`config.mk`:
```
export PLATFORM = sky130hd
export DESIGN_NAME = pid_core
export DESIGN_NICKNAME = d
export VERILOG_FILES = /design/src/pid_pkg.sv /design/src/pid_core.sv
export SDC_FILE = /design/constraint.sdc
export NUM_CORES = 2
export LEC_CHECK = 0
export BUFFER_PORTS_ARGS = -buffer_cell sky130_fd_sc_hd__buf_2
export CORE_ASPECT_RATIO = 0.75
export CORE_UTILIZATION = 60
export DETAILED_ROUTE_END_ITERATION = 12
export GPL_TIMING_DRIVEN = 1
export PLACE_DENSITY = 0.77
export SLEW_MARGIN = 20
export SYNTH_ARGS = -nofsm -noshare
export SYNTH_HDL_FRONTEND = slang
export SYNTH_SLANG_ARGS = --single-unit
```
`constraint.sdc`:
```
create_clock -name clk50 -period 30.8 [get_ports clk50]
set_clock_uncertainty 0.2 [all_clocks]
set_input_delay 9.24 -clock clk50 [delete_from_list [all_inputs] [get_ports clk50]]
set_output_delay 9.24 -clock clk50 [all_outputs]
set_load 0.03 [all_outputs]
```
`src/pid_pkg.sv`:
```
`default_nettype none

package pid_pkg;

	////////////////////////////////////////
	// datapath widths and types
	////////////////////////////////////////

	// adc sample
	localparam int W_ADC = 18;
	typedef logic signed [W_ADC-1:0] adc_t;

	// pid output word and coefficients
	localparam int W_PID = 16;
	typedef logic signed [W_PID-1:0] pid_t;
	localparam int W_COEF = 16;
	typedef logic signed [W_COEF-1:0] coef_t;
	localparam int PID_SHIFT = 8;

	// integrator, saturates at signed 32 bit limits
	localparam int W_INT = 32;
	localparam logic signed [W_INT-1:0] INT_MAX = {1'b0, {(W_INT-1){1'b1}}};
	localparam logic signed [W_INT-1:0] INT_MIN = {1'b1, {(W_INT-1){1'b0}}};
	localparam pid_t PID_MAX = {1'b0, {(W_PID-1){1'b1}}};
	localparam pid_t PID_MIN = {1'b1, {(W_PID-1){1'b0}}};

	// oversample ratio, log2 of the block length
	localparam int W_ORT = 3;
	typedef logic [W_ORT-1:0] log_ovr_t;
	localparam int MAX_LOG_OVR = 4;

	// output stage
	localparam int W_BOUND = 48;
	typedef logic signed [W_BOUND-1:0] bound_t;
	localparam int W_MULT = 8;
	typedef logic [W_MULT-1:0] mult_t;
	typedef logic [15:0] dac_word_t;
	typedef logic [47:0] freq_word_t;

	////////////////////////////////////////
	// host register map
	////////////////////////////////////////

	typedef logic [7:0] cfg_addr_t;
	typedef logic [31:0] cfg_data_t;

	localparam cfg_addr_t ADDR_LOG_OVR   = 8'h00;
	localparam cfg_addr_t ADDR_ACTIVATE  = 8'h01;
	localparam cfg_addr_t ADDR_SETPOINT  = 8'h02;
	localparam cfg_addr_t ADDR_P_COEF    = 8'h03;
	localparam cfg_addr_t ADDR_I_COEF    = 8'h04;
	localparam cfg_addr_t ADDR_D_COEF    = 8'h05;
	localparam cfg_addr_t ADDR_PID_CLEAR = 8'h06;
	localparam cfg_addr_t ADDR_LOCK_EN   = 8'h07;
	localparam cfg_addr_t ADDR_INIT_EN   = 8'h08;
	localparam cfg_addr_t ADDR_MULT      = 8'h09;
	// 48 bit bounds are split, lo holds bits 31:0, hi holds 47:32
	localparam cfg_addr_t ADDR_MIN_LO    = 8'h0a;
	localparam cfg_addr_t ADDR_MIN_HI    = 8'h0b;
	localparam cfg_addr_t ADDR_MAX_LO    = 8'h0c;
	localparam cfg_addr_t ADDR_MAX_HI    = 8'h0d;
	localparam cfg_addr_t ADDR_INIT_LO   = 8'h0e;
	localparam cfg_addr_t ADDR_INIT_HI   = 8'h0f;
	// one source select per output from here up
	localparam cfg_addr_t ADDR_SRC_BASE  = 8'h10;

endpackage

`default_nettype wire

```
`src/pid_core.sv`:
```
`timescale 1ns/1ps
`default_nettype none

module pid_core import pid_pkg::*; (
	input  logic  clk50,
	input  logic  reset,
	input  adc_t  data,
	input  logic  data_valid,
	input  coef_t setpoint,
	input  coef_t p_coef,
	input  coef_t i_coef,
	input  coef_t d_coef,
	input  logic  clear,
	output pid_t  pid_data,
	output logic  pid_valid
);

localparam int W_ERR = W_ADC + 1;
localparam int W_ACC = W_COEF + W_INT + 2;

////////////////////////////////////////
// error and integrator
////////////////////////////////////////

logic signed [W_ERR-1:0] err;
logic signed [W_ERR-1:0] prev_err;
logic signed [W_ERR:0] d_diff;
logic signed [W_INT-1:0] integ;
logic signed [W_INT:0] integ_sum;
logic signed [W_INT-1:0] integ_new;

assign err = setpoint - data;
assign d_diff = err - prev_err;
assign integ_sum = integ + err;

// integrator saturation
always_comb begin
	if (integ_sum > INT_MAX)
		integ_new = INT_MAX;
	else if (integ_sum < INT_MIN)
		integ_new = INT_MIN;
	else
		integ_new = integ_sum[W_INT-1:0];
end

////////////////////////////////////////
// terms, sum and output saturation
////////////////////////////////////////

logic signed [W_COEF+W_ERR-1:0] p_term;
logic signed [W_COEF+W_INT-1:0] i_term;
logic signed [W_COEF+W_ERR:0] d_term;
logic signed [W_ACC-1:0] acc;
logic signed [W_ACC-1:0] acc_shift;
pid_t out_sat;

assign p_term = p_coef * err;
// i term uses the integrator after this sample
assign i_term = i_coef * integ_new;
assign d_term = d_coef * d_diff;
assign acc = p_term + i_term + d_term;
assign acc_shift = acc >>> PID_SHIFT;

always_comb begin
	if (acc_shift > PID_MAX)
		out_sat = PID_MAX;
	else if (acc_shift < PID_MIN)
		out_sat = PID_MIN;
	else
		out_sat = acc_shift[W_PID-1:0];
end

// clear wins over a sample on the same edge, the sample still produces an output
always_ff @(posedge clk50) begin
	if (reset) begin
		integ <= '0;
		prev_err <= '0;
		pid_valid <= 1'b0;
	end else begin
		pid_valid <= data_valid;
		if (clear) begin
			integ <= '0;
			prev_err <= '0;
		end else if (data_valid) begin
			integ <= integ_new;
			prev_err <= err;
		end
	end
end

always_ff @(posedge clk50) begin
	if (data_valid)
		pid_data <= out_sat;
end

endmodule

`default_nettype wire

```
==> flow_summary_export.csv <==
group,metric,value,unit
outcome,status,"finished, final reports clean",
timing,max-slew-margin-rel,0.307,
grt,grt_util_met1,0.525,
yosys,synth_most_common_cell,"inv_1",
yosys,yosys-top-cells-area,"fa_1, inv_1, ha_1",
timing,setup_viol,0,
placed_design,pre_cts_ws,4.83,ns
detailed_routing,avgRoutedWirePerCell,22.2,um
grt,antenna_found_initial,2,
timing,fin_ws,5.23,ns
clock_network,h-tree-depth,3,
detailed_routing,wl,139000,um
cells_and_area,post-route-util,0.635,
floorplanning,die-area,81800,um^2
detailed_routing,drc,0,
clock_network,cts_setup_buffers,0,
critical_path,criticalPathCategory,"input port to flop",
clock_network,clock_path_buffers,2,
yosys,synth_seq_area_share,0.0315,
critical_path,crit_path_max_incr_delay,0.87,ns
floorplanning,die_y,248,um
critical_path,crit_path_end_kind,"flop",
timing,slew_violations,0,
timing,tightest_slew,1.04,ns
clock_network,clk_pin_slew,0.06,ns
detailed_routing,viasPerCell,5.64,
critical_path,crit_slowest_cell,"and2_1",
grt,grt_overflow,0,
placed_design,gp_congestion,1.01,
critical_path,worst_ep_arrival_time,25.46,ns
yosys,ys_warn_count,0,
yosys,synth-edff-count,16,
timing,rsz0062_at_grt,"false",
cells_and_area,area_growth,3.88,%
clock_network,cts_hold_buf,0,
yosys,synth_top_cell_by_area,"fa_1",
grt,grt_use_met3,0.179,
clock_network,cts_resized,0,
grt,grt_pass1_wl,223000,um
yosys,ys_ff_latch,68,
placed_design,dp_hpwl,118000,um
yosys,ys_top_cells_by_count,"inv_1, fa_1, nand2_1",
timing,fin_crit_sh,0.830,
yosys,synth_ff_type,"dfxtp_1",
yosys,yosysUniqueCellTypes,78,
detailed_routing,ant_nets,0,
placed_design,io_buffers,102,
grt,grt_usage,0.367,
cells_and_area,nNetsFinal,6942,
cells_and_area,final_layout_size_suffix_gt1_frac,0.0417,
yosys,yosysTopAreaCellShare,0.550,
run,maxCapViolCount,0,
critical_path,crit_path_frequent_cell,"fa_1",
timing,final.setup.tns,0,ns
yosys,avgSynthCellArea,9.19,um^2
timing,hold_viol,0,
floorplanning,core-area,79200,um^2
yosys,synth_area,48400,um^2
detailed_routing,drt_iter0_drc,3169,
detailed_routing,dr.pass1.iters,6,
critical_path,critPathMaxFanout,33,
clock_network,clk_latency,0.39,ns
grt,grt_pass1_vias,38834,
critical_path,startpoint_type,"input port",
grt,busiest_layer,"met1",
clock_network,cts_tree,"built",
grt,grtUsageMet2,0.504,
grt,grt_max_degree,38,
clock_network,cts_made_buffers,9,
floorplanning,pin_count,103,
timing,fin_worst_hold_slack,0.268,ns
floorplanning,initial_core_util,0.611,
yosys,synth_nets,6982,
critical_path,cp.required,30.69,ns
detailed_routing,via_count,35439,
clock_network,clkSinkCount,68,
yosys,synth_cells,5266,
clock_network,root_buffer,"clkbuf_16",
timing,period_minus_slack,25.57,ns
floorplanning,rows,89,
hold_path,min_path_type,"flop to flop",
timing,max_freq,39.1,MHz
yosys,synth_async_sr_flop_share,0,
floorplanning,dieWidth,330,um
==> per-stage QoR <==
| step | instance area (um^2) | cells |
|---|---|---|
| 6_report | 50200 | 6279 |
| 5_1_grt | 50200 | 6277 |
| 2_1_floorplan | 48400 | 5266 |
| 3_5_place_dp | 49900 | 6261 |
| 3_3_place_gp | 49900 | 6261 |
| 4_1_cts | 50200 | 6277 |
==> final timing paths <==
path	from	to	slack, ns	depth (start not counted)
setup reg to reg	integ[0]$_SDFFE_PP0P_	pid_data[1]$_SDFFCE_PN1P_	16.19	41
setup / recovery	data[0]	pid_data[1]$_SDFFCE_PN1P_	5.23	49
hold reg to reg	integ[11]$_SDFFE_PP0P_	integ[11]$_SDFFE_PP0P_	0.27	2
hold / removal	integ[11]$_SDFFE_PP0P_	integ[11]$_SDFFE_PP0P_	0.27	2
==> registers in the layout, summed over array words and instances, names as in the netlist <==
register,count
prev_err,19
pid_valid,1
pid_data,16
integ,32
==> per-layer routing <==
layer	up-vias	share of wire
li1	15109	-
met1	18050	0.41
met2	2077	0.40
met3	201	0.17
met4	2	0.020
met5	-	0.000086
==> layout make-up <==
| type | instances | area (um^2) |
|---|---|---|
| flip-flops and latches | 68 | 1520 |
| diodes | 2 | 5.00 |
| inverters | 1388 | 5210 |
| clock buffers | 11 | 254 |
| fillers | 6492 | 28900 |
| well taps | 1046 | 1310 |
| repair buffers | 162 | 961 |
| clock inverters | 5 | 108 |
| multi-input cells | 3597 | 40900 |
==> worst max-delay path, delay by kind of cell <==
family / cells / cell delay (ns)
XOR/XNOR: 1 / 0.18
AO/OA/AOI/OAI: 20 / 5.24
adder cells (fa/ha/maj): 13 / 6.18
AND/OR/NAND/NOR: 10 / 3.91
buffers and inverters: 5 / 0.66
==> cells by family (layout without fill, tap and decap cells) <==
kind of cell / count (synthesis) / in the layout / share of synthesized area
multiplexers: 24 / 24 / 0.00499
flip-flops: 68 / 68 / 0.0315
XOR/XNOR: 101 / 101 / 0.0183
adder cells (fa/ha/maj): 1647 / 1647 / 0.632
buffers and inverters: 1601 / 1566 / 0.125
other: 0 / 2 / 0
AO/OA/AOI/OAI: 341 / 341 / 0.0467
AND/OR/NAND/NOR: 1484 / 1484 / 0.142
==> cells in the final DEF (no fill, tap or decap), types with 65 or more instances in the layout <==
master,synthesis,routed
ha_1,300,300
o21ai_0,73,73
and2_1,330,330
nor2_1,178,175
buf_2,33,102
fa_1,1330,1330
inv_1,1385,1385
xnor2_1,72,65
a21oi_1,83,82
nand2_1,795,795
Power is not shown: default switching activity piles up to over one toggle a cycle in this logic, so the estimate is an artifact.
