<file path="src/pid_pkg.sv">
`default_nettype none

package pid_pkg;

	////////////////////////////////////////
	// datapath widths and types
	////////////////////////////////////////

	// adc sample
	localparam int W_ADC = 18;
	typedef logic signed [W_ADC-1:0] adc_t;

	// pid output word and coefficients
	localparam int W_PID = 16;
	typedef logic signed [W_PID-1:0] pid_t;
	localparam int W_COEF = 16;
	typedef logic signed [W_COEF-1:0] coef_t;
	localparam int PID_SHIFT = 8;

	// integrator, saturates at signed 32 bit limits
	localparam int W_INT = 32;
	localparam logic signed [W_INT-1:0] INT_MAX = {1'b0, {(W_INT-1){1'b1}}};
	localparam logic signed [W_INT-1:0] INT_MIN = {1'b1, {(W_INT-1){1'b0}}};
	localparam pid_t PID_MAX = {1'b0, {(W_PID-1){1'b1}}};
	localparam pid_t PID_MIN = {1'b1, {(W_PID-1){1'b0}}};

	// oversample ratio, log2 of the block length
	localparam int W_ORT = 3;
	typedef logic [W_ORT-1:0] log_ovr_t;
	localparam int MAX_LOG_OVR = 4;

	// output stage
	localparam int W_BOUND = 48;
	typedef logic signed [W_BOUND-1:0] bound_t;
	localparam int W_MULT = 8;
	typedef logic [W_MULT-1:0] mult_t;
	typedef logic [15:0] dac_word_t;
	typedef logic [47:0] freq_word_t;

	////////////////////////////////////////
	// host register map
	////////////////////////////////////////

	typedef logic [7:0] cfg_addr_t;
	typedef logic [31:0] cfg_data_t;

	localparam cfg_addr_t ADDR_LOG_OVR   = 8'h00;
	localparam cfg_addr_t ADDR_ACTIVATE  = 8'h01;
	localparam cfg_addr_t ADDR_SETPOINT  = 8'h02;
	localparam cfg_addr_t ADDR_P_COEF    = 8'h03;
	localparam cfg_addr_t ADDR_I_COEF    = 8'h04;
	localparam cfg_addr_t ADDR_D_COEF    = 8'h05;
	localparam cfg_addr_t ADDR_PID_CLEAR = 8'h06;
	localparam cfg_addr_t ADDR_LOCK_EN   = 8'h07;
	localparam cfg_addr_t ADDR_INIT_EN   = 8'h08;
	localparam cfg_addr_t ADDR_MULT      = 8'h09;
	// 48 bit bounds are split, lo holds bits 31:0, hi holds 47:32
	localparam cfg_addr_t ADDR_MIN_LO    = 8'h0a;
	localparam cfg_addr_t ADDR_MIN_HI    = 8'h0b;
	localparam cfg_addr_t ADDR_MAX_LO    = 8'h0c;
	localparam cfg_addr_t ADDR_MAX_HI    = 8'h0d;
	localparam cfg_addr_t ADDR_INIT_LO   = 8'h0e;
	localparam cfg_addr_t ADDR_INIT_HI   = 8'h0f;
	// one source select per output from here up
	localparam cfg_addr_t ADDR_SRC_BASE  = 8'h10;

endpackage

`default_nettype wire

</file>
<file path="src/oversample_filter.sv">
`timescale 1ns/1ps
`default_nettype none

module oversample_filter import pid_pkg::*; #(
	parameter int N_CHAN = 4,
	parameter int CHAN = 0,
	localparam int W_CHAN = (N_CHAN > 1) ? $clog2(N_CHAN) : 1
) (
	input  logic              clk50,
	input  logic              reset,
	input  logic              sample_valid,
	input  logic [W_CHAN-1:0] sample_chan,
	input  adc_t              sample_data,
	input  log_ovr_t          log_ovr,
	input  logic              activate,
	output adc_t              data,
	output logic              data_valid
);

// room for 2^MAX_LOG_OVR full scale samples
localparam int W_SUM = W_ADC + MAX_LOG_OVR;

logic [MAX_LOG_OVR-1:0] count;
logic [MAX_LOG_OVR-1:0] last_count;
logic signed [W_SUM-1:0] sum;
logic signed [W_SUM-1:0] sum_next;
logic signed [W_SUM-1:0] avg;
logic accept;
logic last;

assign accept = sample_valid && activate && (sample_chan == W_CHAN'(CHAN));

// block length minus one
assign last_count = {MAX_LOG_OVR{1'b1}} >> (MAX_LOG_OVR - log_ovr);
// >= so a ratio lowered mid block still closes it
assign last = (count >= last_count);
assign sum_next = sum + sample_data;
assign avg = sum_next >>> log_ovr;

always_ff @(posedge clk50) begin
	if (reset) begin
		count <= '0;
		sum <= '0;
		data_valid <= 1'b0;
	end else begin
		data_valid <= accept && last;
		if (!activate) begin
			count <= '0;
			sum <= '0;
		end else if (accept) begin
			if (last) begin
				count <= '0;
				sum <= '0;
			end else begin
				count <= count + 1'b1;
				sum <= sum_next;
			end
		end
	end
end

// averaged word, registered with the closing sample
always_ff @(posedge clk50) begin
	if (accept && last)
		data <= avg[W_ADC-1:0];
end

// the top level sample port must carry a real channel
a_chan_range: assert property (@(posedge clk50) disable iff (reset)
	sample_valid |-> int'(sample_chan) < N_CHAN);

endmodule

`default_nettype wire

</file>
<file path="config.mk">
export PLATFORM = sky130hd
export DESIGN_NAME = oversample_filter
export DESIGN_NICKNAME = d
export VERILOG_FILES = /design/src/pid_pkg.sv /design/src/oversample_filter.sv
export SDC_FILE = /design/constraint.sdc
export NUM_CORES = 1
export LEC_CHECK = 0
export BUFFER_PORTS_ARGS = -buffer_cell sky130_fd_sc_hd__buf_4
export CAP_MARGIN = 20
export CELL_PAD_IN_SITES_DETAIL_PLACEMENT = 1
export CELL_PAD_IN_SITES_GLOBAL_PLACEMENT = 2
export CORE_MARGIN = 2
export CORE_UTILIZATION = 39
export CTS_CLUSTER_SIZE = 24
export DETAILED_ROUTE_END_ITERATION = 7
export PLACE_DENSITY_LB_ADDON = 0.1
export SYNTH_ARGS = -nofsm -noshare
export SYNTH_HDL_FRONTEND = slang
export SYNTH_SLANG_ARGS = --single-unit
export TNS_END_PERCENT = 30
</file>
<file path="constraint.sdc">
create_clock -name clk50 -period 5.9 [get_ports clk50]
set_input_delay 1.18 -clock clk50 [delete_from_list [all_inputs] [get_ports clk50]]
set_output_delay 1.18 -clock clk50 [all_outputs]
set_load 0.01 [all_outputs]
</file>
==> results by group <==
Die
  – IO Pins: 46
  – Die Height: 101 µm
  – Starting Density: 39.7%
  – Std-Cell Core Area: 9150 µm²
  – # rows: 35
  – Die Area: 10100 µm²
  – Die width: 101 µm

Critical path
  – CP required: 5.97 ns
  – Crit path cell chain: buf_4 > ha_1 > fa_1 > a21o_1 > a221oi_4 > o22ai_2 > a211o_1 > a31oi_1 > xnor2_1 > mux4_2 > a221o_1
  – WS Path Type: primary input to flip-flop
  – Setup crit end: data[15]$_DFFE_PP_
  – Crit path arrival time: 4.24 ns
  – Critical R2R Launch: sum[0]$_SDFFE_PP0P_
  – R2R Setup Slk: 2.40 ns
  – Largest stage delay on the critical path: 0.51 ns
  – Crit path from: sample_data[0]
  – Crit path max-delay cell type: mux4_2
  – Critical-path maximum fanout: 6
  – CP Capture Type: flip-flop
  – Worst setup SP type: primary input
  – Worst R2R Path Depth: 10
  – End of the worst register-to-register path: data[15]$_DFFE_PP_

Timing
  – Hold Worst Slack: 0.465 ns
  – Final period utilization: 70.6%
  – Final setup TNS: 0 ns
  – RSZ-0062 raised after global routing: false
  – Fin. Hold Viols: 0
  – Worst-Margin Slew: 0.804 ns
  – Setup violators final: 0
  – F_max: 0.240 GHz
  – Rel. slew slack: 46.1%
  – Final Max Tran Viols: 0
  – Crit path time final: 4.17 ns
  – Max Clock Skew: 0.00528 ns

Synth
  – Mean Syn Cell Area: 8.69 µm²
  – Most used DFF post-synth: dfxtp_1
  – Yosys warnings: 0
  – FF+latch count, synth: 45
  – Sequential-to-total area share from yosys stat: 29.8%
  – Syn_nets: 473
  – Largest cells by area after synthesis: dfxtp_1, edfxtp_1, ha_1, mux4_2, a21oi_1
  – Cell taking the most area after synthesis: dfxtp_1
  – Post-synth EDFFs: 18
  – Post-synth top area share: 14.9%
  – Area of the mapped netlist: 3630 µm²
  – Synth Instances: 418
  – Fraction of registers with async set/reset: 0%
  – Distinct cell type count after synthesis: 51

Clocking
  – CTS Sinks: 45
  – CTS resizes: 0
  – TritonCTS buffer count: 5
  – Postcts setup bufs: 0
  – Clock root cell: clkbuf_8
  – # H-tree levels: 2
  – Clock Path Buffers: 2
  – Clk_lat worst skew: 0.31 ns
  – Clock Pin Slew Worst Setup and Hold Paths: 0.11 ns
  – CTS Hold Bufs: 0
  – TritonCTS clock tree: built

Routing
  – Final ANT Viol Nets: 0
  – Wirelength per Cell: 18.6 µm
  – Via density: 5.83
  – Drt pass-1 iters: 4
  – Via count: 3271
  – Wirelength, routed: 10400 µm
  – Initial detailed-routing violation count: 148
  – DR DRC count: 0

Place
  – Placed inst area: 4050 µm²
  – Placed Instances: 553
  – # port buffers: 45
  – Placer congestion estimate: 0.832
  – HPWL after DPL: 8120 µm

Hold path
  – Hold Crit Class: flip-flop to flip-flop

Layout
  – Most frequent cells in the layout: buf_4, a21oi_1, nand2_1
  – Commonest non-fill, non-tap cell in the layout: buf_4
  – Layout Cells excl Fill: 561
  – Final Cell Area: 4150 µm²
  – Area Overhead vs Synth: 14.2%
  – Share of layout cells above drive strength 1: 17.8%
  – Final net count: 504
  – Inserted Diodes: 0

Power
  – Post-layout total power: 0.000714 W
  – Lkg Pwr: 1.75 nW
  – Max VDD drop: 0.0837 mV
  – Power per cell area: 172 nW/µm²

GRT
  – Total gr overflow: 0
  – Total global routing track utilization: 21.6%
  – Vias in the first global route: 3334
  – First-pass GRT wire length: 17100 µm
  – Antenna violations before repair: 0
  – Pin count of the biggest net entering global routing: 30

Job
  – Max-Cap Viols: 0

Run status
  – Status: finished clean
[sequential cells by signal, indices dropped and copies added (netlist names)]
| name | cells |
|---|---|
| count | 4 |
| data | 18 |
| sum | 22 |
| data_valid | 1 |
[critical path: cells and delay by family]
kind                     cells  cell delay [ns]
AO/OA/AOI/OAI                6             1.65
adder cells (fa/ha/maj)      2             0.63
multiplexers                 1             0.51
XOR/XNOR                     1             0.15
buffers and inverters        1             0.11
[through the flow]
| step | util, % | worst slack, ns |
|---|---|---|
| floorplan | - | 1.50 |
| global placement | 44.1 | 1.41 |
| detailed placement | 44.3 | 1.37 |
| CTS | 45.3 | 1.72 |
| global route | 45.3 | 1.50 |
| finish | 45.3 | 1.73 |
[cell families (layout without fill, tap and decap cells)]
group,after synthesis,count (layout),synth area share [%]
simple gates,136,136,17.1
compound gates,128,128,23.6
flops,45,45,29.8
buf+inv,34,66,3.51
mux,32,32,12.6
fa+ha+maj,28,28,9.85
xor+xnor,15,15,3.62
[synth_stat cells, drive strengths merged (3+ instances only)]
library cell  number
edfxtp            18
a21oi             42
mux2i             12
mux4              10
nand3             10
nor2              40
a21o              17
dfxtp             27
xnor2              6
clkbuf            23
nand4              6
xor2               9
a22oi             11
and3               7
or3                4
ha                27
nand2b             4
a31oi              3
inv                9
o21ai             20
a211o              4
a211oi             8
and2               3
a221o              3
mux2              10
nor3              15
nand2             41
[power by group]
part	internal, W	leakage [nW]	total (W)	switching (W)
Sequential	0.000329	0.381	0.000330	0.00000113
Clock	0.0000860	0.0447	0.000218	0.000132
Combinational	0.0000722	1.33	0.000166	0.0000939
[cell type report]
| cell class | count | area (µm²) |
|---|---|---|
| clock buffers | 5 | 68.8 |
| clock inverters | 3 | 25.0 |
| fillers | 1107 | 5000 |
| inverters | 9 | 33.8 |
| multi-input cells | 339 | 2420 |
| flip-flops and latches | 45 | 1080 |
| well taps | 111 | 139 |
| repair buffers | 49 | 375 |
[routing by layer]
metal / share of wire, % / global-route usage [%] / vias up / routed length [µm]
li1: - / - / 1630 / -
met1: 46 / 28.5 / 1580 / 4810
met2: 50 / 37.8 / 49 / 5240
met3: 2.4 / 2.77 / 12 / 246
met4: 1.3 / 4.85 / 0 / 136
met5: 0 / 0 / - / 0
[worst min-delay path by stage]
stage	startpoint	to	slack, ns	cells after the start
2_1_floorplan	sum[18]$_SDFFE_PP0P_	sum[18]$_SDFFE_PP0P_	0.44	2
3_3_place_gp	sum[5]$_SDFFE_PP0P_	sum[5]$_SDFFE_PP0P_	0.44	2
3_5_place_dp	sum[18]$_SDFFE_PP0P_	sum[18]$_SDFFE_PP0P_	0.45	2
4_1_cts	sum[18]$_SDFFE_PP0P_	sum[18]$_SDFFE_PP0P_	0.47	2
5_1_grt	sum[18]$_SDFFE_PP0P_	sum[18]$_SDFFE_PP0P_	0.48	2
6_report	sum[18]$_SDFFE_PP0P_	sum[18]$_SDFFE_PP0P_	0.47	2
Power figures use the tool's default switching activity.
