==> src/pid_pkg.sv <==
`default_nettype none

package pid_pkg;

	////////////////////////////////////////
	// datapath widths and types
	////////////////////////////////////////

	// adc sample
	localparam int W_ADC = 18;
	typedef logic signed [W_ADC-1:0] adc_t;

	// pid output word and coefficients
	localparam int W_PID = 16;
	typedef logic signed [W_PID-1:0] pid_t;
	localparam int W_COEF = 16;
	typedef logic signed [W_COEF-1:0] coef_t;
	localparam int PID_SHIFT = 8;

	// integrator, saturates at signed 32 bit limits
	localparam int W_INT = 32;
	localparam logic signed [W_INT-1:0] INT_MAX = {1'b0, {(W_INT-1){1'b1}}};
	localparam logic signed [W_INT-1:0] INT_MIN = {1'b1, {(W_INT-1){1'b0}}};
	localparam pid_t PID_MAX = {1'b0, {(W_PID-1){1'b1}}};
	localparam pid_t PID_MIN = {1'b1, {(W_PID-1){1'b0}}};

	// oversample ratio, log2 of the block length
	localparam int W_ORT = 3;
	typedef logic [W_ORT-1:0] log_ovr_t;
	localparam int MAX_LOG_OVR = 4;

	// output stage
	localparam int W_BOUND = 48;
	typedef logic signed [W_BOUND-1:0] bound_t;
	localparam int W_MULT = 8;
	typedef logic [W_MULT-1:0] mult_t;
	typedef logic [15:0] dac_word_t;
	typedef logic [47:0] freq_word_t;

	////////////////////////////////////////
	// host register map
	////////////////////////////////////////

	typedef logic [7:0] cfg_addr_t;
	typedef logic [31:0] cfg_data_t;

	localparam cfg_addr_t ADDR_LOG_OVR   = 8'h00;
	localparam cfg_addr_t ADDR_ACTIVATE  = 8'h01;
	localparam cfg_addr_t ADDR_SETPOINT  = 8'h02;
	localparam cfg_addr_t ADDR_P_COEF    = 8'h03;
	localparam cfg_addr_t ADDR_I_COEF    = 8'h04;
	localparam cfg_addr_t ADDR_D_COEF    = 8'h05;
	localparam cfg_addr_t ADDR_PID_CLEAR = 8'h06;
	localparam cfg_addr_t ADDR_LOCK_EN   = 8'h07;
	localparam cfg_addr_t ADDR_INIT_EN   = 8'h08;
	localparam cfg_addr_t ADDR_MULT      = 8'h09;
	// 48 bit bounds are split, lo holds bits 31:0, hi holds 47:32
	localparam cfg_addr_t ADDR_MIN_LO    = 8'h0a;
	localparam cfg_addr_t ADDR_MIN_HI    = 8'h0b;
	localparam cfg_addr_t ADDR_MAX_LO    = 8'h0c;
	localparam cfg_addr_t ADDR_MAX_HI    = 8'h0d;
	localparam cfg_addr_t ADDR_INIT_LO   = 8'h0e;
	localparam cfg_addr_t ADDR_INIT_HI   = 8'h0f;
	// one source select per output from here up
	localparam cfg_addr_t ADDR_SRC_BASE  = 8'h10;

endpackage

`default_nettype wire

==> src/output_preprocessor.sv <==
`timescale 1ns/1ps
`default_nettype none

module output_preprocessor import pid_pkg::*; #(
	parameter type out_t = dac_word_t,
	parameter int N_CHAN = 4,
	localparam int W_CHAN = (N_CHAN > 1) ? $clog2(N_CHAN) : 1
) (
	input  logic              clk50,
	input  logic              reset,
	input  pid_t              pid_data [N_CHAN],
	input  logic [N_CHAN-1:0] pid_valid,
	input  logic [W_CHAN-1:0] src_sel,
	input  logic              lock_en,
	input  logic              init_en,
	input  bound_t            out_min,
	input  bound_t            out_max,
	input  bound_t            out_init,
	input  mult_t             multiplier,
	output out_t              out_data,
	output logic              out_valid
);

localparam int W_OUT = $bits(out_t);
localparam int W_STEP = W_MULT + 1 + W_PID;
// unsigned word plus step, with headroom for 48 bit words
localparam int W_SUM = W_BOUND + 2;

////////////////////////////////////////
// source routing
////////////////////////////////////////

pid_t sel_data;
logic sel_valid;

assign sel_data = pid_data[src_sel];
// selects past the last channel never fire
assign sel_valid = (int'(src_sel) < N_CHAN) && pid_valid[src_sel];

////////////////////////////////////////
// scale, accumulate, clamp
////////////////////////////////////////

logic signed [W_STEP-1:0] step;
logic signed [W_SUM-1:0] sum;
bound_t clamped;

// multiplier is unsigned, pid value signed
assign step = $signed({1'b0, multiplier}) * sel_data;
assign sum = $signed({1'b0, out_data}) + step;

always_comb begin
	if (sum > out_max)
		clamped = out_max;
	else if (sum < out_min)
		clamped = out_min;
	else
		clamped = sum[W_BOUND-1:0];
end

// output word doubles as the accumulator
always_ff @(posedge clk50) begin
	if (reset) begin
		out_data <= '0;
		out_valid <= 1'b0;
	end else begin
		out_valid <= 1'b0;
		if (init_en) begin
			out_data <= out_t'(out_init[W_OUT-1:0]);
		end else if (lock_en && sel_valid) begin
			out_data <= out_t'(clamped[W_OUT-1:0]);
			out_valid <= 1'b1;
		end
	end
end

// bounds come from the shared register set
a_bounds_order: assert property (@(posedge clk50) disable iff (reset)
	lock_en |-> out_min <= out_max);

endmodule

`default_nettype wire

==> config.mk <==
export PLATFORM = sky130hd
export DESIGN_NAME = output_preprocessor
export DESIGN_NICKNAME = d
export VERILOG_FILES = /design/src/pid_pkg.sv /design/src/output_preprocessor.sv
export SDC_FILE = /design/constraint.sdc
export NUM_CORES = 1
export LEC_CHECK = 0
export ABC_AREA = 0
export BUFFER_PORTS_ARGS = -buffer_cell sky130_fd_sc_hd__buf_2
export CORE_UTILIZATION = 60
export DETAILED_ROUTE_END_ITERATION = 10
export HOLD_SLACK_MARGIN = 0.03
export PLACE_DENSITY_LB_ADDON = 0.2
export REMOVE_ABC_BUFFERS = 1
export SLEW_MARGIN = 10
export SYNTH_ARGS = -nofsm -noshare
export SYNTH_HDL_FRONTEND = slang
export SYNTH_SLANG_ARGS = --single-unit
export TNS_END_PERCENT = 50
==> constraint.sdc <==
create_clock -name clk50 -period 32.9 [get_ports clk50]
set_input_delay 3.29 -clock clk50 [delete_from_list [all_inputs] [get_ports clk50]]
set_output_delay 3.29 -clock clk50 [all_outputs]
set_load 0.01 [all_outputs]
==> summary.md, run 1 <==
| Metric | Value |
|---|---|
| Status | `finished, violations left` |
| Failing checks | `DRC` |
| Final min period | `12.62 ns` |
| Max stage delay on crit path | `0.69 ns` |
| Setup violations, final | `0` |
| Synth area leaders | `fa_1, ha_1, inv_1, and2_1, mux4_2` |
| Syn_area_per_cell | `8.304 um2` |
| Reg clk slew, reported paths | `roughly 0.06 ns` |
| Startpoint types | `input pin` |
| Min-delay worst type | `reg -> reg` |
| # fillers | `between 1000 and 1500` |
| Area leader, netlist | `fa_1` |
| CP Data Required Time | `33.09 ns` |
| EDFF count, synth | `0` |
| Crit-path slowest cell | `mux4_2` |
| Utilization after layout | `70.78%` |
| Asr flop ratio synth | `0%` |
| DIE AREA | `0.01579 mm2` |
| I/O pin cnt | `243` |
| Htree depth | `1` |
| Most frequent cells in the layout | `inv_1, buf_2, ha_1` |
| Vias/cell | `5.561` |
| Num rows | `44` |
| Share of the synthesized area in the top cell type | `25.31%` |
| Max-slew violation count | `0` |
| Number of synthesized register bits | `17` |
| Pin count of the biggest net entering global routing | `47` |
| CTS Buf Count | `3` |
| DR vias | `8225` |
| Clock Path Buffers | `2` |
| Die Span Y | `125.7 um` |
| Die width | `125.7 um` |
| Initial detailed-routing violation count | `384` |
| Mapped Area | `0.009176 mm2` |
| CTS tree | `done` |
| Synth-to-Final Area Change | `13.80%` |
| Final Worst Setup Slack | `20.28 ns` |
| Setup TNS | `0 ns` |
| Register area share after synthesis | `roughly 3.7%` |
| CP top delay family | `adder cells` |
| Multi-input logic area | `a little under 0.008 mm2` |
| DP Worst Slack | `20.07 ns` |
| CP max FO | `46` |
| Global Route Usage Sum | `between 20 and 30%` |
| Max Clock Skew | `0.005832 ns` |
| FF/Latch Area | `roughly 340 um2` |
| Clock root buffer | `clkbuf_16` |
| WL/cell | `14.82 um` |
| Worst slew pin tran | `0.9651 ns` |
| Share of cells above drive strength 1 | `18.86%` |
| RSZ-0062 raised after global routing | `false` |
| Final ANT Viol Nets | `0` |
| Commonest non-fill, non-tap cell in the layout | `inv_1` |
| I/O Buffers | `210` |
| Synth Flop Type | `dfxtp_1` |
| Number of global-route vias before repair | `8229` |
| Pre-Repair DR Iteration Count | `9` |
| First-pass GRT wire length | `37210 um` |
| Residual DRC | `9` |
| Postcts setup bufs | `0` |
| Max-cap viol count | `0` |
| CP dominant cell by count | `fa_1` |
| Hold buffers post-CTS | `0` |
| Post-synth cell types | `between 60 and 70` |
| Initial antenna violation count | `1` |
| Final net count | `between 1500 and 2000` |
| Synth Warn # | `0` |
| GPL Wtd Cong | `roughly 0.93` |
| Post-detail-place hpwl | `18770 um` |
| Total gr overflow | `0` |
| Peak Freq | `0.07921 GHz` |
| Core Region | `0.01475 mm2` |
| Cts repair resizes | `0` |
| Starting density of the core | `roughly 62%` |
| Synth Instances | `1105` |
| Hold Vio Cnt, Final | `0` |
| DRT Wirelength | `around 22000 um` |
| Worst-Skew Late Latency | `about 0.26 ns` |
| Slew HR | `35.28%` |
| Critical path class | `in -> reg` |
| Crit path DAT | `roughly 13 ns` |
| Crit path capture type | `flip-flop` |
| CTS sink count | `17` |
| Final Cycle Share | `about two fifths` |
| WP buf/inv | `4` |
layer usage:
metal | global-route usage, % | share of wire [%] | vias up
met4 | 8.608 | 3.1 | 0
met5 | 0 | 0 | -
met3 | 2.124 | 3.7 | 57
met2 | 52.94 | 51 | 217
li1 | - | - | 4037
met1 | 36.12 | 42 | 3914
sequential cells by signal, indices dropped and copies added (netlist names):
register   cells
out_data      16
out_valid      1
worst paths after layout:
| check | start | endpoint | slack [ns] | cells past startpoint |
|---|---|---|---|---|
| setup / recovery | src_sel[0] | out_data[2]$_SDFFE_PP0P_ | 20.28 | 31 |
| hold / removal | out_data[2]$_SDFFE_PP0P_ | out_data[2]$_SDFFE_PP0P_ | 0.69 | 3 |
| hold reg to reg | out_data[2]$_SDFFE_PP0P_ | out_data[2]$_SDFFE_PP0P_ | 0.69 | 3 |
| setup reg to reg | out_data[8]$_SDFFE_PP0P_ | out_data[2]$_SDFFE_PP0P_ | 26.37 | 24 |
cells in the mapped netlist, types with 3 or more instances:
cell	count
a211oi_1	7
a21o_1	19
a21oi_1	66
a2bb2oi_1	5
a31oi_1	13
and2_1	76
and3_1	4
buf_2	7
clkbuf_1	17
dfxtp_1	17
fa_1	116
ha_1	162
inv_1	255
mux4_2	16
nand2_1	88
nand2b_1	3
nand3_1	19
nand3b_1	3
nand4_1	17
nor2_1	23
nor2b_1	7
nor3_1	11
o211ai_1	7
o21a_1	16
o21ai_0	30
o21ai_1	9
o21bai_1	3
o31ai_1	5
or3_1	13
xnor2_1	22
xor2_1	4
tightest hold or removal path: stages (launching register included):
cell and delay (ns):
dfxtp_1 0.34, a21oi_1 0.13, o2bb2ai_1 0.12, a21oi_1 0.06
through the flow:
step	hold WS, ns	std cells	area, um2
finish	0.6883	1479	10440
global route	0.7463	1479	10440
CTS	0.6781	1478	10440
detailed placement	0.6692	1474	10360
global placement	0.6704	1474	10360
floorplan	0.6622	1078	9057
kinds of logic after synthesis:
group	share of synthesized area, %
mux	4.391
simple gates	15.72
flops	3.709
compound gates	14.58
fa+ha+maj	47.40
xor+xnor	2.482
buf+inv	11.73
final cells by class:
class | instances | area share, %
Multi-Input combinational cell | 806 | 74.38
Timing Repair Buffer | 212 | 10.21
Inverter | 255 | 9.166
Sequential cell | 17 | 3.259
Tap cell | 184 | 2.205
Clock buffer | 4 | 0.7549
Antenna cell | 1 | 0.02396
Power of run 1 is left out: the tool's default activity adds up to more than one toggle a clock period on the data nets, which glitch-free logic cannot reach.
==> run 2: changes to the inputs <==
Settings changed: CORE_UTILIZATION 60 to 56.
Clock period 32.9 ns to 12.05 ns, I/O delays scaled along.
==> run 2 against run 1 <==
Compared with the run above:
- the flow now finishes without violations
- die area is 7.0% higher
- critical path depth stayed put
- utilization is 5.0 points lower
- sequential share of layout area hardly changed
- critical path type unchanged
- largest cell class unchanged
==> summary.md, run 2 (same netlist as run 1, synthesis figures left out) <==
| Metric | Value |
|---|---|
| Status | `finished, final reports clean` |
| Post-DP Area | `0.01040 mm2 (+0.39%)` |
| Commonest non-fill, non-tap cell in the layout | `inv_1` |
| Final min period | `10.59 ns` |
| Synth-to-Final Area Change | `14.24%` |
| M1 GR Usage | `35.14% (-0.98 points)` |
| Reg clk slew, reported paths | `0.06 ns (about the same)` |
| CP top delay family | `adder cells` |
| Max-cap viol count | `0 (unchanged)` |
| Number of global-route vias before repair | `7859 (-4.5%)` |
| Vias/cell | `5.322 (-4.3%)` |
| CTS Buf Count | `3 (unchanged)` |
| Total gr overflow | `0 (unchanged)` |
| Crit path capture type | `flip-flop` |
| Worst hold slack | `0.6945 ns (+0.006265 ns)` |
| Postcts setup bufs | `0 (unchanged)` |
| Most frequent cells in the layout | `inv_1, buf_2, ha_1` |
| Met3 Usage GRT | `1.804% (-0.32 points)` |
| RSZ-0062 raised after global routing | `false` |
| DR vias | `8042 (-2.2%)` |
| Core Region | `0.01594 mm2 (+8.1%)` |
| DIE AREA | `0.01690 mm2 (+7.0%)` |
| Global Route Usage Sum | `26.38% (-2.5 points)` |
| Pin count of the biggest net entering global routing | `47 (unchanged)` |
| I/O Buffers | `210 (unchanged)` |
| CTS tree | `done` |
| Most used routing layer | `met2` |
| Max Clock Skew | `0.009320 ns (+0.003489 ns)` |
| Setup violations, final | `0 (unchanged)` |
| DRT Wirelength | `21420 um (-2.3%)` |
| Crit-path slowest cell | `mux4_2` |
| Die Span Y | `130.0 um (+3.5%)` |
| Critical path class | `in -> reg` |
| Hold buffers post-CTS | `0 (unchanged)` |
| Met2 usage | `47.18% (-5.8 points)` |
| Startpoint types | `input pin` |
| Clock root buffer | `clkbuf_16` |
| Slew HR | `34.29% (-1.0 points)` |
| WL/cell | `14.18 um (-4.4%)` |
| Crit path DAT | `10.79 ns (-2.02 ns)` |
| Setup TNS | `0 ns (unchanged)` |
| Peak Freq | `~0.094 GHz` |
| Cts repair resizes | `0 (unchanged)` |
| Final Cycle Share | `87.92%` |
| GPL Wtd Cong | `0.9033 (-3.3%)` |
| CP Data Required Time | `12.24 ns (-20.85 ns)` |
| Largest register FFs | `16 (unchanged)` |
| CTS sink count | `17 (unchanged)` |
| Htree depth | `1 (unchanged)` |
| Final ANT Viol Nets | `0 (unchanged)` |
| Max-slew violation count | `0 (unchanged)` |
| Share of cells above drive strength 1 | `18.86% (unchanged)` |
| Clock Path Buffers | `2 (unchanged)` |
| Reg with most FFs | `out_data` |
| Residual DRC | `0 (-9)` |
| Worst slew pin tran | `0.9800 ns (+0.01485 ns)` |
| Min-delay worst type | `reg -> reg` |
| Post-detail-place hpwl | `18240 um (-2.8%)` |
| Worst-Skew Late Latency | `0.26 ns (about the same)` |
| First-pass GRT wire length | `35820 um (-3.7%)` |
| Final instance area | `0.01048 mm2 (+0.38%)` |
| CP max FO | `46 (unchanged)` |
| Initial detailed-routing violation count | `318 (-17%)` |
| Final net count | `1799 (unchanged)` |
| CP dominant cell by count | `fa_1` |
| Largest registers | `out_data x16, out_valid x1` |
| Starting density of the core | `57.56% (-4.6 points)` |
| Die width | `130.0 um (+3.5%)` |
| Initial antenna violation count | `1 (unchanged)` |
| Hold Vio Cnt, Final | `0 (unchanged)` |
| WP buf/inv | `5 (+1)` |
| Max stage delay on crit path | `0.70 ns (about the same)` |
| Pre-Repair DR Iteration Count | `5 (-4)` |
| I/O pin cnt | `243 (unchanged)` |
| Num rows | `46 (+4.5%)` |
[run 2: cell counts in the layout (fill, tap and decap cells not counted)]
No cell type changed its count.
[run 2: per-layer routing]
metal	vias to the layer above	wire [um]	part of all wire, %
li1	4033	-	-
met5	-	0	0
met2	177	10870	51
met3	33	657	3.1
met1	3799	9498	44
met4	0	401	1.9
[run 2: worst min-delay path, delay by kind of cell, from the launching register on]
family / cells / cell delay (ns)
DFF: 1 / 0.34
AOI/OAI and AO/OA: 3 / 0.31
[run 2: final timing paths]
check,cells after the start,to,slack (ns),startpoint
worst max-delay path,31,out_data[2]$_SDFFE_PP0P_,1.46,src_sel[0]
worst min-delay path,3,out_data[2]$_SDFFE_PP0P_,0.69,out_data[2]$_SDFFE_PP0P_
worst max register to register,24,out_data[2]$_SDFFE_PP0P_,5.49,out_data[8]$_SDFFE_PP0P_
worst min register to register,3,out_data[2]$_SDFFE_PP0P_,0.69,out_data[2]$_SDFFE_PP0P_
[run 2: through the flow]
stage | instances | util (%) | setup WS, ns
floorplan | 1078 | - | 1.272
global placement | 1506 | 65.24 | 1.385
detailed placement | 1506 | 65.24 | 1.268
CTS | 1510 | 65.74 | 1.506
global route | 1511 | 65.75 | 0.8893
finish | 1511 | 65.75 | 1.456
[run 2: cell type report]
cell class                 count  area (um2)
fill                        1427        5460
inverter                     255       957.2
tap                          216       270.3
clock buffer                   4       78.83
timing repair buffer         212        1066
sequential                    17       340.3
multi-input combinational    806        7767
antenna                        1       2.502
Power of run 2 is left out for the same reason.
