--- src/pid_pkg.sv ---
`default_nettype none

package pid_pkg;

	////////////////////////////////////////
	// datapath widths and types
	////////////////////////////////////////

	// adc sample
	localparam int W_ADC = 18;
	typedef logic signed [W_ADC-1:0] adc_t;

	// pid output word and coefficients
	localparam int W_PID = 16;
	typedef logic signed [W_PID-1:0] pid_t;
	localparam int W_COEF = 16;
	typedef logic signed [W_COEF-1:0] coef_t;
	localparam int PID_SHIFT = 8;

	// integrator, saturates at signed 32 bit limits
	localparam int W_INT = 32;
	localparam logic signed [W_INT-1:0] INT_MAX = {1'b0, {(W_INT-1){1'b1}}};
	localparam logic signed [W_INT-1:0] INT_MIN = {1'b1, {(W_INT-1){1'b0}}};
	localparam pid_t PID_MAX = {1'b0, {(W_PID-1){1'b1}}};
	localparam pid_t PID_MIN = {1'b1, {(W_PID-1){1'b0}}};

	// oversample ratio, log2 of the block length
	localparam int W_ORT = 3;
	typedef logic [W_ORT-1:0] log_ovr_t;
	localparam int MAX_LOG_OVR = 4;

	// output stage
	localparam int W_BOUND = 48;
	typedef logic signed [W_BOUND-1:0] bound_t;
	localparam int W_MULT = 8;
	typedef logic [W_MULT-1:0] mult_t;
	typedef logic [15:0] dac_word_t;
	typedef logic [47:0] freq_word_t;

	////////////////////////////////////////
	// host register map
	////////////////////////////////////////

	typedef logic [7:0] cfg_addr_t;
	typedef logic [31:0] cfg_data_t;

	localparam cfg_addr_t ADDR_LOG_OVR   = 8'h00;
	localparam cfg_addr_t ADDR_ACTIVATE  = 8'h01;
	localparam cfg_addr_t ADDR_SETPOINT  = 8'h02;
	localparam cfg_addr_t ADDR_P_COEF    = 8'h03;
	localparam cfg_addr_t ADDR_I_COEF    = 8'h04;
	localparam cfg_addr_t ADDR_D_COEF    = 8'h05;
	localparam cfg_addr_t ADDR_PID_CLEAR = 8'h06;
	localparam cfg_addr_t ADDR_LOCK_EN   = 8'h07;
	localparam cfg_addr_t ADDR_INIT_EN   = 8'h08;
	localparam cfg_addr_t ADDR_MULT      = 8'h09;
	// 48 bit bounds are split, lo holds bits 31:0, hi holds 47:32
	localparam cfg_addr_t ADDR_MIN_LO    = 8'h0a;
	localparam cfg_addr_t ADDR_MIN_HI    = 8'h0b;
	localparam cfg_addr_t ADDR_MAX_LO    = 8'h0c;
	localparam cfg_addr_t ADDR_MAX_HI    = 8'h0d;
	localparam cfg_addr_t ADDR_INIT_LO   = 8'h0e;
	localparam cfg_addr_t ADDR_INIT_HI   = 8'h0f;
	// one source select per output from here up
	localparam cfg_addr_t ADDR_SRC_BASE  = 8'h10;

endpackage

`default_nettype wire

--- src/config_regs.sv ---
`timescale 1ns/1ps
`default_nettype none

module config_regs import pid_pkg::*; #(
	parameter int N_CHAN = 4,
	parameter int N_OUT = 3,
	localparam int W_CHAN = (N_CHAN > 1) ? $clog2(N_CHAN) : 1
) (
	input  logic              clk50,
	input  logic              reset,
	input  logic              cfg_write,
	input  cfg_addr_t         cfg_addr,
	input  cfg_data_t         cfg_data,
	input  logic              cfg_update,
	output log_ovr_t          log_ovr,
	output logic [N_CHAN-1:0] activate,
	output logic [N_CHAN-1:0] pid_clear,
	output coef_t             setpoint,
	output coef_t             p_coef,
	output coef_t             i_coef,
	output coef_t             d_coef,
	output logic [W_CHAN-1:0] src_sel [N_OUT],
	output logic [N_OUT-1:0]  lock_en,
	output logic [N_OUT-1:0]  init_en,
	output bound_t            out_min,
	output bound_t            out_max,
	output bound_t            out_init,
	output mult_t             multiplier
);

////////////////////////////////////////
// staging copy written by the host
////////////////////////////////////////

log_ovr_t          stg_log_ovr;
logic [N_CHAN-1:0] stg_activate;
logic [N_CHAN-1:0] stg_pid_clear;
coef_t             stg_setpoint;
coef_t             stg_p_coef;
coef_t             stg_i_coef;
coef_t             stg_d_coef;
logic [W_CHAN-1:0] stg_src [N_OUT];
logic [N_OUT-1:0]  stg_lock_en;
logic [N_OUT-1:0]  stg_init_en;
bound_t            stg_min;
bound_t            stg_max;
bound_t            stg_init;
mult_t             stg_mult;

always_ff @(posedge clk50) begin
	if (reset) begin
		stg_log_ovr <= '0;
		stg_activate <= '0;
		stg_pid_clear <= '0;
		stg_setpoint <= '0;
		stg_p_coef <= '0;
		stg_i_coef <= '0;
		stg_d_coef <= '0;
		stg_src <= '{default: '0};
		stg_lock_en <= '0;
		stg_init_en <= '0;
		stg_min <= '0;
		stg_max <= '0;
		stg_init <= '0;
		stg_mult <= '0;
	end else if (cfg_write) begin
		case (cfg_addr)
			ADDR_LOG_OVR:   stg_log_ovr <= cfg_data[W_ORT-1:0];
			ADDR_ACTIVATE:  stg_activate <= cfg_data[N_CHAN-1:0];
			ADDR_SETPOINT:  stg_setpoint <= cfg_data[W_COEF-1:0];
			ADDR_P_COEF:    stg_p_coef <= cfg_data[W_COEF-1:0];
			ADDR_I_COEF:    stg_i_coef <= cfg_data[W_COEF-1:0];
			ADDR_D_COEF:    stg_d_coef <= cfg_data[W_COEF-1:0];
			ADDR_PID_CLEAR: stg_pid_clear <= cfg_data[N_CHAN-1:0];
			ADDR_LOCK_EN:   stg_lock_en <= cfg_data[N_OUT-1:0];
			ADDR_INIT_EN:   stg_init_en <= cfg_data[N_OUT-1:0];
			ADDR_MULT:      stg_mult <= cfg_data[W_MULT-1:0];
			ADDR_MIN_LO:    stg_min[31:0] <= cfg_data;
			ADDR_MIN_HI:    stg_min[W_BOUND-1:32] <= cfg_data[W_BOUND-33:0];
			ADDR_MAX_LO:    stg_max[31:0] <= cfg_data;
			ADDR_MAX_HI:    stg_max[W_BOUND-1:32] <= cfg_data[W_BOUND-33:0];
			ADDR_INIT_LO:   stg_init[31:0] <= cfg_data;
			ADDR_INIT_HI:   stg_init[W_BOUND-1:32] <= cfg_data[W_BOUND-33:0];
			default: begin
				// source selects sit above the fixed map and other addresses are ignored
				for (int o = 0; o < N_OUT; o++) begin
					if (cfg_addr == cfg_addr_t'(ADDR_SRC_BASE + o))
						stg_src[o] <= cfg_data[W_CHAN-1:0];
				end
			end
		endcase
	end
end

////////////////////////////////////////
// active set committed on update
////////////////////////////////////////

always_ff @(posedge clk50) begin
	if (reset) begin
		log_ovr <= '0;
		activate <= '0;
		pid_clear <= '0;
		setpoint <= '0;
		p_coef <= '0;
		i_coef <= '0;
		d_coef <= '0;
		src_sel <= '{default: '0};
		lock_en <= '0;
		init_en <= '0;
		out_min <= '0;
		out_max <= '0;
		out_init <= '0;
		multiplier <= '0;
	end else begin
		// masks are single cycle pulses
		pid_clear <= '0;
		init_en <= '0;
		if (cfg_update) begin
			log_ovr <= stg_log_ovr;
			activate <= stg_activate;
			pid_clear <= stg_pid_clear;
			setpoint <= stg_setpoint;
			p_coef <= stg_p_coef;
			i_coef <= stg_i_coef;
			d_coef <= stg_d_coef;
			src_sel <= stg_src;
			lock_en <= stg_lock_en;
			init_en <= stg_init_en;
			out_min <= stg_min;
			out_max <= stg_max;
			out_init <= stg_init;
			multiplier <= stg_mult;
		end
	end
end

// filters size their counters on this bound
a_log_ovr_range: assert property (@(posedge clk50) disable iff (reset)
	cfg_update |=> log_ovr <= MAX_LOG_OVR);

endmodule

`default_nettype wire

--- config.mk ---
export PLATFORM = sky130hd
export DESIGN_NAME = config_regs
export DESIGN_NICKNAME = d
export VERILOG_FILES = /design/src/pid_pkg.sv /design/src/config_regs.sv
export SDC_FILE = /design/constraint.sdc
export NUM_CORES = 1
export LEC_CHECK = 0
export CAP_MARGIN = 20
export CORE_ASPECT_RATIO = 1.4
export CORE_MARGIN = 8
export CORE_UTILIZATION = 52
export DETAILED_ROUTE_END_ITERATION = 8
export DONT_BUFFER_PORTS = 1
export PLACE_DENSITY = 0.8
export SETUP_SLACK_MARGIN = 0.2
export SYNTH_ARGS = -nofsm -noshare
export SYNTH_HDL_FRONTEND = slang
export SYNTH_SLANG_ARGS = --single-unit
--- constraint.sdc ---
create_clock -name clk50 -period 1.3 [get_ports clk50]
set_input_delay 0.065 -clock clk50 [delete_from_list [all_inputs] [get_ports clk50]]
set_output_delay 0.065 -clock clk50 [all_outputs]
set_load 0.01 [all_outputs]
==> results of run 1 <==
==> through the flow <==
step           worst slack [ps]  cells  area [µm²]  util [%]
4_1_cts                     203   2070       19900      58.7
3_3_place_gp              -72.3   1983       18300      53.9
5_1_grt                     202   2077       20000      58.9
6_report                    240   2077       20000      58.9
3_5_place_dp              -99.1   1983       18300      53.9
2_1_floorplan             -11.2   1620       18000         -
==> routing by layer <==
metal,routed length (µm),vias up,track usage [%]
li1,-,5297,-
met1,16800,5233,23.4
met2,21000,301,35.0
met3,3840,84,7.30
met4,1670,0,8.62
met5,0,-,0
==> cell families after synthesis <==
family / after synthesis
flip-flops: 478
buffers and inverters: 125
multiplexers: 471
AND/OR/NAND/NOR: 546
==> power by group <==
group / switching (µW) / internal (µW) / leakage, µW / total [µW]
registers: 10.0 / 14700 / 0.00385 / 14700
logic: 307 / 395 / 0.00461 / 702
clock network: 5490 / 8320 / 0.000766 / 13800
==> registers in the layout (all words and copies together), names as in the netlist, 6 cells and up <==
register,count
stg_p_coef,16
out_init,48
stg_min,48
stg_init,48
stg_d_coef,16
stg_setpoint,16
out_min,48
stg_max,48
setpoint,16
out_max,48
stg_src,6
p_coef,16
src_sel,6
stg_i_coef,16
i_coef,16
stg_mult,8
multiplier,8
d_coef,16
==> cells in the final DEF, fill, tap and decap left out, drive strengths merged <==
| cell | count |
|---|---|
| and2 | 7 |
| and3 | 4 |
| and3b | 4 |
| buf | 37 |
| bufinv | 7 |
| clkbuf | 61 |
| clkinv | 7 |
| clkinvlp | 2 |
| dfxtp | 478 |
| dlygate4sd3 | 16 |
| inv | 1 |
| mux2i | 471 |
| nand2b | 271 |
| nand3 | 14 |
| nand4 | 5 |
| nor2 | 234 |
| nor2b | 4 |
| nor3b | 1 |
| nor4 | 2 |
==> final cells by class <==
| cell class | count | area share (%) |
|---|---|---|
| clock buffers | 61 | 6.43 |
| flip-flops and latches | 478 | 47.9 |
| multi-input cells | 1017 | 38.6 |
| repair buffers | 53 | 2.94 |
| well taps | 451 | 2.82 |
| clock inverters | 17 | 1.38 |
==> timing repair <==
item	CTS	global route
endpoints found under the hold margin	478	471
gates resized for setup	2	1
endpoints found under the setup margin	2	1
pin swaps	0	0
hold buffers	9	7
==> how the worst max path moves through the flow <==
stage,cells after the start,slack [ps],startpoint,endpoint
2_1_floorplan,5,-10,cfg_addr[3],stg_p_coef[10]$_SDFFE_PP0P_
3_3_place_gp,5,-70,cfg_addr[6],stg_min[16]$_SDFFE_PP0P_
3_5_place_dp,5,-100,cfg_addr[6],stg_min[24]$_SDFFE_PP0P_
4_1_cts,0,200,out_max[1]$_SDFFE_PP0P_,out_max[1]
5_1_grt,0,200,out_min[5]$_SDFFE_PP0P_,out_min[5]
6_report,0,240,out_min[3]$_SDFFE_PP0P_,out_min[3]
==> summary.txt, run 1 <==
Status
  – Run status: finished with violations
  – Failing checks: negative hold slack

Synthesis
  – Syn Inst Count: 1620
  – Synth Area per Inst: 11.0 µm²
  – Post-Synth Simple-Gate Area: 16.5%
  – Synth area leaders: dfxtp_1 54%, mux2i_1 27%, nand2b_1 9.5%
  – Leading post-synthesis cells by instance count: 478 x dfxtp_1, 471 x mux2i_1, 271 x nand2b_1
  – Most used DFF post-synth: dfxtp_1
  – EDFF count, synth: 0
  – Synth Area in Compound Gates: 0%
  – Count leader, synth: dfxtp_1
  – Adder-cell share of the synthesized area: 0%
  – Synth Register Bits: 478
  – Count of cell types in the netlist: 20
  – Mux cell area share after synthesis: 26.5%
  – Syn_nets: 1664
  – Area share of the largest cell type after synthesis: 53.8%
  – YS warnings: 0
  – Synthesized area: 17800 µm²
  – Xor and xnor area share after synthesis: 0%
  – Async SR Flop Fraction: 0%
  – Largest family of logic cells by synthesized area: multiplexers
  – Sequential share of the synthesized area: 53.8%
  – Cell taking the most area after synthesis: dfxtp_1

Worst hold path
  – Hold Path End: out_init[31]$_SDFFE_PP0P_
  – Hold_sp: reset
  – Class of the worst hold path: input port to register
  – Hold depth: 1

Worst setup path
  – Worst setup EP type: output port
  – Startpoint types: register
  – Critical R2R Capture: setpoint[3]$_SDFFE_PP0P_
  – CP required: 1240 ps
  – Register-to-register setup slack: 540 ps
  – Reg2Reg Depth: 2
  – WS Path Type: register to output port
  – Worst Path Arrival: 990 ps
  – Worst r2r src: setpoint[3]$_SDFFE_PP0P_
  – Peak fanout along the critical path: 2

Timing
  – RSZ-0062 raised after global routing: no
  – Slew at the pin closest to its max-slew limit: 598 ps
  – Worst hold slack: -406 ps
  – Final setup TNS: 0 ps
  – Tmin final: 1060 ps
  – Fin crit share: 81.5%
  – Setup violators final: 0
  – Number of hold violations in the final report: 452
  – F_max: 944 MHz
  – Slew Limit Fails: 0
  – Clock Skew: 14.1 ps
  – Slew HR: 60.1%

CTS
  – Clock root buffer: clkbuf_16
  – H-Tree Depth: 2
  – # clock sinks: 478
  – CTS Buffer Depth: 3
  – CTS clk-pin slew, worst paths: 70 ps
  – Clock Latency Late Sink: 540 ps
  – Post-CTS Setup Bufs: 0
  – Num CTS Buffers: 44
  – CTS tree: yes

GRT
  – First-pass GRT wire length: 65.0 mm
  – Vias in the first global route: 10877
  – Total track usage: 20.8%
  – Largest net degree at the start of global routing: 505
  – Initial antenna violation count: 0
  – Global route total overflow: 0

Floorplanning
  – Num rows: 80
  – Die area: 40400 µm²
  – Core ar.: 33900 µm²
  – Die span in y: 235 µm
  – # IOs: 283
  – Initial Utilization: 52.4%
  – Die W: 172 µm

Placement
  – Port Buffers: 0
  – Post-detail-place hpwl: 27.1 mm
  – GPL Wtd Cong: 0.765

Detailed routing
  – Vias per cell: 5.26
  – Antenna Nets Post-Route: 0
  – DRT iter0 DRCs: 693
  – Mean routed wirelength per cell: 20.9 µm
  – DRT Pass-1 Iters: 5
  – Residual DRC: 0
  – Drt total wl: 43.3 mm
  – Vias: 10915

Power and ir drop
  – Tot Pwr: 29200 µW
  – Leakage: 0.00923 µW
  – Peak VDD IR: 1.09 mV
  – P per Cell Area: 1460 nW/µm²

Finish
  – Layout cell share with drive strength beyond 1: 7.81%
  – Register area: 9570 µm²
  – # diodes: 0
  – Layout area overhead: 12.5%
  – Multi-input gate area: 7720 µm²
  – Nets: 1638
  – FILL cells: 2683

Run
  – Max Cap Viol: 0
(Power assumes the default switching activity.)
==> inputs of run 2 (changes only) <==
- clock period: 1.3 -> 0.9 ns (I/O delays scaled with it)
==> summary.txt, run 2 (synthesis gave the netlist of run 1 again) <==
Worst setup path
  – WS Path Type: input port to register
  – Bufs and invs on worst path: 1
  – Crit-path leading delay family: buffers and inverters
  – Crit path cell chain: nor2b_4 -> dlygate4sd3_1 -> and2_1
  – CP max stage delay: 730 ps
  – Startpoint types: input port
  – CP required: 1380 ps
  – Worst Path Arrival: 1700 ps
  – Worst setup EP type: register
  – Peak fanout along the critical path: 504
  – Crit-path slowest cell: dlygate4sd3_1

Detailed routing
  – DRT iter0 DRCs: 672
  – Residual DRC: 0
  – Vias: 11418
  – DRT Pass-1 Iters: 5
  – Drt total wl: 44.4 mm
  – Antenna Nets Post-Route: 0
  – Vias per cell: 5.27
  – Mean routed wirelength per cell: 20.5 µm

Timing
  – Fin crit share: 136%
  – Setup violators final: 246
  – Slew HR: 35.2%
  – Slew Limit Fails: 0
  – Number of hold violations in the final report: 427
  – Slew at the pin closest to its max-slew limit: 972 ps
  – Clock Skew: 9.32 ps
  – F_max: 818 MHz
  – Worst hold slack: -427 ps
  – RSZ-0062 raised after global routing: yes
  – Final setup margin: -322 ps
  – Tmin final: 1220 ps

CTS
  – CTS clk-pin slew, worst paths: 70 ps
  – H-Tree Depth: 2
  – Num CTS Buffers: 43
  – Hold Buf Count CTS: 15
  – Clock Latency Late Sink: 540 ps
  – CTS Buffer Depth: 3
  – # clock sinks: 478
  – Clock root buffer: clkbuf_16
  – CTS tree: yes

Power and ir drop
  – Peak VDD IR: 1.61 mV
  – P per Cell Area: 1900 nW/µm²
  – Leakage: 0.00994 µW

GRT
  – Largest net degree at the start of global routing: 505
  – Vias in the first global route: 11749
  – Total track usage: 21.2%
  – Initial antenna violation count: 0
  – Global route total overflow: 0
  – First-pass GRT wire length: 67.2 mm

Floorplanning
  – # IOs: 283
  – Initial Utilization: 52.4%
  – Die W: 172 µm
  – Num rows: 80
  – Die span in y: 235 µm
  – Core ar.: 33900 µm²
  – Die area: 40400 µm²

Finish
  – Layout area overhead: 22.0%
  – Layout cell share with drive strength beyond 1: 27.1%
  – Core Util, Final: 63.9%
  – # diodes: 0
  – Nets: 1732
  – Non-filler cells, final: 2166
  – Register area: 10100 µm²
  – Post-route cell area: 21700 µm²
  – Multi-input gate area: 7750 µm²
  – Most common cell after layout, fill and taps aside: mux2i_1
  – Commonest non-fill, non-tap cells in the layout: 469 x mux2i_1, 271 x nand2b_1, 236 x dfxtp_1, 234 x nor2_1, 134 x dfxtp_2
  – FILL cells: 2493

Placement
  – Placed Cells incl. Taps: 2060
  – Post-detail-place hpwl: 26.9 mm
  – Port Buffers: 0
  – GPL Wtd Cong: 0.800
  – DP Area: 19000 µm²
  – Worst slack, placed: -372 ps

Status
  – Run status: finished with violations
  – Failing checks: negative hold slack, negative setup slack

Worst hold path
  – Class of the worst hold path: input port to register

Run
  – Max Cap Viol: 0
run 2: changes by cell type in the layout (fill, tap and decap cells not counted), moves of 3 or more:
cell      previous run  this run
buf_12              12        23
dfxtp_4              0       108
dfxtp_2              3       134
dfxtp_1            475       236
clkinv_2             6         9
buf_6                0        75
clkbuf_8            10         4
buf_4               25        33
run 2: final timing paths:
check	start	to	slack, ps	depth (start not counted)
max	reset	pid_clear[1]$_SDFF_PP0_	-320	3
min	reset	activate[3]$_SDFFE_PP0P_	-430	1
max reg2reg	out_init[46]$_SDFFE_PP0P_	out_init[46]$_SDFFE_PP0P_	70	4
min reg2reg	stg_init_en[0]$_SDFFE_PP0P_	init_en[0]$_SDFF_PP0_	470	1
run 2: per-stage QoR:
step | total power [µW] | hold slack (ps) | setup TNS, ps
6_report | 41200 | -427 | -17630
5_1_grt | 42400 | -443 | -23170
4_1_cts | 41600 | -420 | -22010
3_5_place_dp | 22700 | 156 | -61190
3_3_place_gp | 22700 | 149 | -55110
2_1_floorplan | 23100 | 222 | -70160
run 2: timing repair:
action	in CTS	in global routing
hold endpoints to repair	478	471
pin swaps	12	28
gates resized for setup	375	57
endpoints found under the setup margin	245	296
buffers inserted	11	6
gates cloned	1	1
run 2: final cells by class:
type,instances,area share (%)
multi-input combinational,1017,35.7
clock buffer,53,5.52
tap,451,2.60
timing repair buffer,148,8.10
sequential,478,46.8
clock inverter,19,1.28
run 2: power by group:
part | leakage, µW | total [µW] | switching [µW] | internal [µW]
clock network | 0.000723 | 19200 | 7780 | 11400
logic | 0.00521 | 1120 | 461 | 664
registers | 0.00401 | 20800 | 13.4 | 20800
total | 0.00994 | 41200 | 8250 | 32900
run 2: metal layers:
| layer | vias up | track usage [%] | part of all wire [%] |
|---|---|---|---|
| met1 | 5542 | 23.9 | 39 |
| met4 | 0 | 9.09 | 3.8 |
| li1 | 5487 | - | - |
| met2 | 301 | 36.2 | 49 |
| met3 | 88 | 6.56 | 8.2 |
| met5 | - | 0 | 0 |
